==> config.mk <==
export PLATFORM = sky130hd
export DESIGN_NAME = life_top
export DESIGN_NICKNAME = d
export VERILOG_FILES = /design/src/logic/ctrl_pkg.sv /design/src/logic/life_pkg.sv /design/src/logic/grid_writer.sv /design/src/logic/life_grid.sv /design/src/logic/life_sequencer.sv /design/src/logic/life_top.sv /design/src/logic/next_gen_buffer.sv /design/src/logic/row_evaluator.sv
export SDC_FILE = /design/constraint.sdc
export NUM_CORES = 2
export LEC_CHECK = 0
export BUFFER_PORTS_ARGS = -buffer_cell sky130_fd_sc_hd__buf_2
export CAP_MARGIN = 5
export CORE_MARGIN = 3
export CORE_UTILIZATION = 30
export CTS_BUF_LIST = sky130_fd_sc_hd__clkbuf_4
export DETAILED_ROUTE_END_ITERATION = 8
export PLACE_DENSITY_LB_ADDON = 0.12
export SETUP_SLACK_MARGIN = 0.05
export SLEW_MARGIN = 20
export SYNTH_ARGS = -nofsm -noshare
export SYNTH_HDL_FRONTEND = slang
export SYNTH_HIERARCHICAL = 1
export SYNTH_SLANG_ARGS = --single-unit
==> constraint.sdc <==
create_clock -name clk -period 3.4 [get_ports clk]
set_clock_uncertainty 0.2 [all_clocks]
set_input_delay 0.34 -clock clk [delete_from_list [all_inputs] [get_ports clk]]
set_output_delay 0.34 -clock clk [all_outputs]
set_load 0.03 [all_outputs]
==> src/logic/ctrl_pkg.sv <==
package ctrl_pkg;

    // Pattern selected by a preset command
    typedef enum logic [1:0] {
        PRESET_CLEAR,
        PRESET_GLIDER,
        PRESET_EXPLODER,
        PRESET_TUMBLER
    } preset_e;

    // Command sequencer states
    typedef enum logic [1:0] {
        SEQ_IDLE,
        SEQ_LOAD,   // Pattern rows going into the grid
        SEQ_EVAL,   // Next generation going into the buffer
        SEQ_COMMIT  // Buffer copied back into the grid
    } seq_state_e;

endpackage

==> src/logic/life_pkg.sv <==
package life_pkg;

    // Grid geometry
    localparam int GRID_COLS = 40;
    localparam int GRID_ROWS = 30;

    // One row of cells, bit 39 is the leftmost column
    typedef logic [GRID_COLS-1:0] row_t;

    // Row index into the grid
    typedef logic [4:0] row_idx_t;

    localparam row_idx_t LAST_ROW = row_idx_t'(GRID_ROWS - 1); // Bottom row

endpackage

==> src/logic/grid_writer.sv <==
`timescale 1ns/100ps

module grid_writer (
    input  logic               clk,
    input  logic               reset_n,
    input  logic               load_start,
    input  ctrl_pkg::preset_e  load_preset,
    input  logic               commit_start,
    output life_pkg::row_idx_t cmt_row,
    input  life_pkg::row_t     cmt_data,
    output logic               wr_en,
    output life_pkg::row_idx_t wr_row,
    output life_pkg::row_t     wr_data,
    output logic               write_done
);
    import life_pkg::*;
    import ctrl_pkg::*;

    logic     load_run, load_wr, cmt_run, cmt_rd, cmt_vld;
    row_idx_t cnt, cmt_wrow;

    // Preset bit images
    function automatic row_t pattern_row(preset_e p, row_idx_t r);
        row_t d;
        d = '0;
        case (p)
            PRESET_GLIDER: begin
                case (r)
                    5'd0: d = {2'b01, {38{1'b0}}};
                    5'd1: d = {2'b00, 2'b11, {36{1'b0}}};
                    5'd2: d = {3'b011, {37{1'b0}}};
                    default: d = '0;
                endcase
            end
            PRESET_EXPLODER: begin
                case (r)
                    5'd13, 5'd17:        d = {{17{1'b0}}, 5'b10101, {18{1'b0}}};
                    5'd14, 5'd15, 5'd16: d = {{17{1'b0}}, 5'b10001, {18{1'b0}}};
                    default: d = '0;
                endcase
            end
            PRESET_TUMBLER: begin
                case (r)
                    5'd13, 5'd14: d = {{17{1'b0}}, 5'b11011, {18{1'b0}}};
                    5'd15:        d = {{17{1'b0}}, 5'b01010, {18{1'b0}}};
                    5'd16, 5'd17: d = {{16{1'b0}}, 7'b1010101, {17{1'b0}}};
                    5'd18:        d = {{16{1'b0}}, 7'b1100011, {17{1'b0}}};
                    default: d = '0;
                endcase
            end
            PRESET_CLEAR: d = '0;
            default:      d = '0;
        endcase
        return d;
    endfunction

    assign load_wr    = load_start | load_run;  // First row goes out with the start pulse
    assign cmt_rd     = commit_start | cmt_run;
    assign cmt_row    = cnt;
    assign wr_en      = load_wr | cmt_vld;
    assign wr_row     = cmt_vld ? cmt_wrow : cnt;
    assign wr_data    = cmt_vld ? cmt_data : pattern_row(load_preset, cnt);
    assign write_done = (load_wr && cnt == LAST_ROW) || (cmt_vld && cmt_wrow == LAST_ROW);

    always_ff @(posedge clk or negedge reset_n) begin
        if (!reset_n) begin
            cnt      <= '0;
            load_run <= 1'b0;
            cmt_run  <= 1'b0;
            cmt_vld  <= 1'b0;
        end else begin
            if (load_wr || cmt_rd)
                cnt <= (cnt == LAST_ROW) ? '0 : cnt + 1'b1;
            load_run <= load_wr && (cnt != LAST_ROW);
            cmt_run  <= cmt_rd && (cnt != LAST_ROW);
            cmt_vld  <= cmt_rd; // Buffer data lands next cycle
        end
    end

    always_ff @(posedge clk) begin
        if (cmt_rd)
            cmt_wrow <= cnt;
    end

endmodule

==> src/logic/life_grid.sv <==
`timescale 1ns/100ps

module life_grid (
    input  logic               clk,
    input  logic               reset_n,
    input  life_pkg::row_idx_t eng_row,
    output life_pkg::row_t     eng_data,
    input  life_pkg::row_idx_t rd_row,
    output life_pkg::row_t     rd_data,
    input  logic               wr_en,
    input  life_pkg::row_idx_t wr_row,
    input  life_pkg::row_t     wr_data
);
    import life_pkg::*;

    row_t cells [GRID_ROWS]; // Current generation

    always_ff @(posedge clk or negedge reset_n) begin
        if (!reset_n) begin
            for (int r = 0; r < GRID_ROWS; r++)
                cells[r] <= '0;
        end else if (wr_en) begin
            cells[wr_row] <= wr_data;
        end
    end

    // Engine and host read ports
    always_ff @(posedge clk) begin
        eng_data <= cells[eng_row];
        rd_data  <= cells[rd_row];
    end

endmodule

==> src/logic/life_sequencer.sv <==
`timescale 1ns/100ps

module life_sequencer (
    input  logic              clk,
    input  logic              reset_n,
    input  logic              preset_load,
    input  ctrl_pkg::preset_e preset_sel,
    input  logic              step,
    input  logic              eval_done,
    input  logic              write_done,
    output logic              busy,
    output logic              load_start,
    output logic              commit_start,
    output logic              eval_start,
    output ctrl_pkg::preset_e load_preset
);
    import ctrl_pkg::*;

    seq_state_e state;

    assign busy = (state != SEQ_IDLE);

    always_ff @(posedge clk or negedge reset_n) begin
        if (!reset_n) begin
            state        <= SEQ_IDLE;
            load_start   <= 1'b0;
            eval_start   <= 1'b0;
            commit_start <= 1'b0;
            load_preset  <= PRESET_CLEAR;
        end else begin
            load_start   <= 1'b0;
            eval_start   <= 1'b0;
            commit_start <= 1'b0;
            case (state)
                SEQ_IDLE: begin
                    if (preset_load) begin // Preset wins over step
                        state       <= SEQ_LOAD;
                        load_start  <= 1'b1;
                        load_preset <= preset_sel;
                    end else if (step) begin
                        state      <= SEQ_EVAL;
                        eval_start <= 1'b1;
                    end
                end
                SEQ_LOAD: begin
                    if (write_done)
                        state <= SEQ_IDLE;
                end
                SEQ_EVAL: begin
                    // All rows computed, copy them back
                    if (eval_done) begin
                        state        <= SEQ_COMMIT;
                        commit_start <= 1'b1;
                    end
                end
                SEQ_COMMIT: begin
                    if (write_done)
                        state <= SEQ_IDLE;
                end
                default: state <= SEQ_IDLE;
            endcase
        end
    end

endmodule

==> src/logic/life_top.sv <==
`timescale 1ns/100ps

module life_top (
    input  logic               clk,
    input  logic               reset_n,
    input  logic               preset_load,
    input  ctrl_pkg::preset_e  preset_sel,
    input  logic               step,
    output logic               busy,
    input  life_pkg::row_idx_t rd_row,
    output life_pkg::row_t     rd_data
);
    import life_pkg::*;
    import ctrl_pkg::*;

    logic     load_start, eval_start, commit_start;
    logic     eval_done, write_done;
    preset_e  load_preset;
    row_idx_t eng_row, buf_row, cmt_row, wr_row;
    row_t     eng_data, buf_data, cmt_data, wr_data;
    logic     buf_wr, wr_en;

    life_sequencer u_seq (
        .clk, .reset_n,
        .preset_load, .preset_sel, .step,
        .eval_done, .write_done,
        .busy,
        .load_start, .commit_start, .eval_start,
        .load_preset
    );

    life_grid u_grid (
        .clk, .reset_n,
        .eng_row, .eng_data,
        .rd_row, .rd_data,
        .wr_en, .wr_row, .wr_data
    );

    row_evaluator u_eval (
        .clk, .reset_n,
        .eval_start,
        .eng_row, .eng_data,
        .buf_wr, .buf_row, .buf_data,
        .eval_done
    );

    next_gen_buffer u_buf (
        .clk,
        .buf_wr, .buf_row, .buf_data,
        .cmt_row, .cmt_data
    );

    grid_writer u_writer (
        .clk, .reset_n,
        .load_start, .load_preset,
        .commit_start,
        .cmt_row, .cmt_data,
        .wr_en, .wr_row, .wr_data,
        .write_done
    );

endmodule

==> src/logic/next_gen_buffer.sv <==
`timescale 1ns/100ps

module next_gen_buffer (
    input  logic               clk,
    input  logic               buf_wr,
    input  life_pkg::row_idx_t buf_row,
    input  life_pkg::row_t     buf_data,
    input  life_pkg::row_idx_t cmt_row,
    output life_pkg::row_t     cmt_data
);
    import life_pkg::*;

    // Next generation, held until every row has seen the old one
    row_t mem [GRID_ROWS];

    always_ff @(posedge clk) begin
        if (buf_wr)
            mem[buf_row] <= buf_data;
    end

    always_ff @(posedge clk) begin
        cmt_data <= mem[cmt_row]; // Registered read
    end

endmodule

==> src/logic/row_evaluator.sv <==
`timescale 1ns/100ps

module row_evaluator (
    input  logic               clk,
    input  logic               reset_n,
    input  logic               eval_start,
    output life_pkg::row_idx_t eng_row,
    input  life_pkg::row_t     eng_data,
    output logic               buf_wr,
    output life_pkg::row_idx_t buf_row,
    output life_pkg::row_t     buf_data,
    output logic               eval_done
);
    import life_pkg::*;

    logic     rd_run, rd_go, arr_vld, arr_last, flush, shift, calc_vld;
    row_idx_t rd_cnt, shift_cnt, calc_row;
    row_t     win_up, win_mid, win_dn;

    // Next state of the centre row, cells past the edges are dead
    function automatic row_t next_row(row_t up, row_t mid, row_t dn);
        row_t       nxt;
        row_t       up_l, up_r, mid_l, mid_r, dn_l, dn_r;
        logic [3:0] n;
        up_l  = up >> 1;
        up_r  = up << 1;
        mid_l = mid >> 1;
        mid_r = mid << 1;
        dn_l  = dn >> 1;
        dn_r  = dn << 1;
        for (int c = 0; c < GRID_COLS; c++) begin
            n = 4'(up_l[c]) + 4'(up[c]) + 4'(up_r[c]) + 4'(mid_l[c]) + 4'(mid_r[c])
              + 4'(dn_l[c]) + 4'(dn[c]) + 4'(dn_r[c]);
            nxt[c] = (n == 4'd3) || (mid[c] && n == 4'd2); // Birth or survival
        end
        return nxt;
    endfunction

    assign rd_go     = eval_start | rd_run;
    assign eng_row   = rd_cnt;
    assign shift     = arr_vld | flush;
    assign eval_done = buf_wr && (buf_row == LAST_ROW);

    always_ff @(posedge clk or negedge reset_n) begin
        if (!reset_n) begin
            rd_run    <= 1'b0;
            rd_cnt    <= '0;
            arr_vld   <= 1'b0;
            arr_last  <= 1'b0;
            flush     <= 1'b0;
            shift_cnt <= '0;
            calc_vld  <= 1'b0;
            buf_wr    <= 1'b0;
        end else begin
            if (rd_go)
                rd_cnt <= (rd_cnt == LAST_ROW) ? '0 : rd_cnt + 1'b1;
            rd_run   <= rd_go && (rd_cnt != LAST_ROW);
            arr_vld  <= rd_go;                          // Grid read has one cycle latency
            arr_last <= rd_go && (rd_cnt == LAST_ROW);
            flush    <= arr_vld && arr_last;            // Dead row below row 29
            if (eval_start)
                shift_cnt <= '0;
            else if (shift)
                shift_cnt <= shift_cnt + 1'b1;
            calc_vld <= shift && (shift_cnt != '0);     // Centre valid from second shift on
            buf_wr   <= calc_vld;
        end
    end

    always_ff @(posedge clk) begin
        if (eval_start) begin
            win_up  <= '0; // Row above row 0 is dead
            win_mid <= '0;
            win_dn  <= '0;
        end else if (shift) begin
            win_up  <= win_mid;
            win_mid <= win_dn;
            win_dn  <= flush ? '0 : eng_data;
        end
        if (shift)
            calc_row <= shift_cnt - 1'b1;
        if (calc_vld) begin
            buf_row  <= calc_row;
            buf_data <= next_row(win_up, win_mid, win_dn);
        end
    end

endmodule

==> impl_metrics.env <==
export IMPL_crit_arrival_ns=4.65
export IMPL_maxCapViolations=0
export IMPL_rsz0062_at_grt="yes"
export IMPL_synthSimpleGateAreaFrac_pct=2.93
export IMPL_drtIter0Drc=5255
export IMPL_htreeDepth=6
export IMPL_fmax_mhz=292
export IMPL_layout_commonest_cell="mux2_2"
export IMPL_cts_tree="done"
export IMPL_clock_sinks=2726
export IMPL_cts_buffers_inserted=776
export IMPL_cp_end_kind="register"
export IMPL_status="complete, but fails checks"
export IMPL_antenna_found_initial=33
export IMPL_coreArea_um2=420000
export IMPL_synth_ff_type="edfxtp_1"
export IMPL_cp_slowest_cell="dlygate4sd3_1"
export IMPL_slew_headroom_pct=21.6
export IMPL_peakVddDrop_mv=0.519
export IMPL_die_height_um=656
export IMPL_die_area_um2=430000
export IMPL_grt_pass1_vias=83300
export IMPL_crit_type="input pin to register"
export IMPL_ys_warn_count=6
export IMPL_cellLeakagePower_uw=0.0614
export IMPL_synth_area_um2=127000
export IMPL_dp_hpwl_mm=272
export IMPL_grt_max_degree=115
export IMPL_fp_row_count=238
export IMPL_min_path_type="register to register"
export IMPL_vias=78100
export IMPL_synth_top_family_by_area="multiplexers"
export IMPL_failed_checks="setup timing"
export IMPL_critPathMostFrequentCell="dlygate4sd3_1"
export IMPL_most_common_layout_cells="mux2_2 (1335), edfxtp_1 (1255), dfrtp_1 (1217)"
export IMPL_clkTransAtPathRegs_ns=0.06
export IMPL_synth_nets=8299
export IMPL_start_util_pct=30.2
export IMPL_grt_usage_pct=20.1
export IMPL_ys_async_sr_fraction_pct=45.2
export IMPL_drc=0
export IMPL_die_x_um=656
export IMPL_r2r_slack_ns=0.11
export IMPL_cp_depth=10
export IMPL_syn_area_per_cell_um2=15.8
export IMPL_grt_pass1_wl_mm=631
export IMPL_worst_slack_ns=-0.0259
export IMPL_power_density_nw_per_um2=648
export IMPL_finalNonFillerCells=15200
export IMPL_tightest_slew_ns=1.18
export IMPL_place_congestion=0.801
export IMPL_critPathLaunch="rd_row[3]"
export IMPL_num_io_pins=52
export IMPL_ant_nets=0
export IMPL_nets=9193
export IMPL_final_hold_viol_count=0
export IMPL_synth_seq_cells=2726
export IMPL_fin_setup_tns_ns=-0.0259
export IMPL_crit_path_cell_trace="dlygate4sd3_1 > buf_4 > dlygate4sd3_1 > inv_6 > buf_6 > mux2i_1 > mux2_2 > dlygate4sd3_1 > o22ai_1 > dlygate4sd3_1"
export IMPL_yosysUniqueCellTypes=70
export IMPL_setup_viol=1
export IMPL_path_max_fanout=18
export IMPL_synth_edff_count=1255
export IMPL_start_kind="input pin"
export IMPL_routed_wl_mm=441
export IMPL_max_stage_delay_ns=0.94
export IMPL_drive_above_1_share_pct=45.6
export IMPL_clock_latency_ns=1.59
export IMPL_grt_ovfl_total=0
export IMPL_synth_xor_area_share_pct=0.0414
export IMPL_syn_instance_count=8006
export IMPL_reg2reg_to="u_eval/buf_data[18]"
export IMPL_dp_cells=13700
export IMPL_cp_required_ns=4.63
export IMPL_r2r_start="u_eval/win_up[17]"
export IMPL_synth_compound_area_share_pct=4.12
export IMPL_seq_area_frac_synth_pct=57.8
export IMPL_finalCriticalPeriod_ns=3.43
export IMPL_synth_adder_area_share_pct=3.71
export IMPL_viasPerCell=5.16
export IMPL_cts_path_max_buffers=4
export IMPL_first_pass_iters=9
export IMPL_report_final_slew_viol_count=0
export IMPL_path_delay_family="buffers and inverters"
export IMPL_pre_cts_slack_ns=-0.0360
export IMPL_numPortBuffers=51
export IMPL_cts_root_buf="clkbuf_4"
export IMPL_muxShareOfSynthArea_pct=28.0
export IMPL_min_period_over_period_pct=101
export IMPL_final_core_util_pct=35.6
export IMPL_endpoint="u_grid/rd_data[26]"
export IMPL_area_delta_synth_final_pct=18.0
export IMPL_detail_route_wl_per_cell_um=29.1
export IMPL_reg2regPathDepth=9
export IMPL_critical_path_buf_inv_count=7
export IMPL_whs_ns=0.222
==> metal layers <==
metal / vias up / wire [um] / track usage [%]
li1: 33000 / - / -
met1: 42200 / 194000 / 27.0
met4: 38 / 12200 / 5.91
met3: 753 / 20100 / 3.22
met5: - / 261 / 0
met2: 2143 / 214000 / 33.6
==> cell type report <==
class / count / area, um^2
clock buffer: 1162 / 8720
sequential: 2726 / 73400
timing repair buffer: 741 / 7980
fill: 40700 / 271000
multi-input combinational: 4360 / 50100
clock inverter: 219 / 1230
antenna: 8 / 20.0
inverter: 295 / 1110
tap: 5640 / 7060
==> stage by stage <==
step	power [uW]	instance area, um^2
floorplan	53800	127000
global placement	66200	139000
detailed placement	66300	139000
CTS	98500	149000
global route	102000	150000
finish	97000	150000
==> logic make-up (layout without fill, tap and decap cells) <==
logic type / count (synthesis) / in the layout
AOI/OAI and AO/OA: 796 / 796
xor gates and xnor gates: 6 / 6
adders and majority gates: 282 / 282
buffers and inverters: 920 / 2417
DFF: 2726 / 2726
muxes: 2491 / 2491
other: 0 / 8
and+or+nand+nor: 785 / 785
==> sequential cells by signal, indices dropped and copies added, names as in the netlist, 2 cells and up <==
signal and cells:
u_buf/cmt_data 40, u_buf/mem 1200, u_eval/buf_data 40, u_eval/buf_row 5, u_eval/calc_row 5, u_eval/eng_row 5, u_eval/shift_cnt 5, u_eval/win_dn 40
u_eval/win_mid 40, u_eval/win_up 40, u_grid/cells 1200, u_grid/eng_data 40, u_grid/rd_data 40, u_seq/load_preset 2, u_seq/state 2, u_writer/cmt_row 5
u_writer/cmt_wrow 5
==> timing repair <==
action	CTS	global route
setup buffers	0	2
pin swaps	52	69
hold buffers	37	0
gates resized for setup	112	103
setup endpoints to repair	33	40
endpoints found under the hold margin	1277	0
==> report_power, final <==
part	internal, uW	switching [uW]	total, uW
clock	16300	14700	31000
combinational	10700	17100	27800
sequential	36800	1380	38200
total	63700	33200	97000
==> worst min-delay path by stage <==
stage / end / start / cells after the start
4_1_cts: u_grid/rd_data[33] / rd_row[1] / 6
3_5_place_dp: u_grid/cells[1063] / reset_n / 1
3_3_place_gp: u_grid/cells[1063] / reset_n / 1
6_report: u_eval/buf_row[3] / u_eval/calc_row[3] / 0
2_1_floorplan: u_eval/arr_last / reset_n / 0
5_1_grt: u_grid/rd_data[36] / rd_row[2] / 5
==> Yosys cell counts, types with 28 or more instances <==
cell,instances,area share [%]
a21oi_1,201,0.79
a221oi_1,66,0.46
a22oi_1,124,0.73
and2_1,36,0.18
buf_1,38,0.11
buf_2,146,0.58
buf_4,59,0.35
buf_6,57,0.51
clkbuf_1,317,0.94
dfrtp_1,1231,24
dfxtp_1,240,3.8
edfxtp_1,1255,30
fa_1,156,2.5
ha_1,126,1.2
inv_1,290,0.86
mux2_2,1335,12
mux2i_1,447,3.5
mux4_2,707,13
nand2_1,287,0.85
nand3_1,96,0.38
nor2_1,165,0.49
nor2b_1,32,0.16
nor3_1,28,0.11
o21ai_0,121,0.48
o221ai_1,28,0.19
o22ai_1,104,0.51
or2_2,41,0.20
Power figures use the tool's default switching activity.
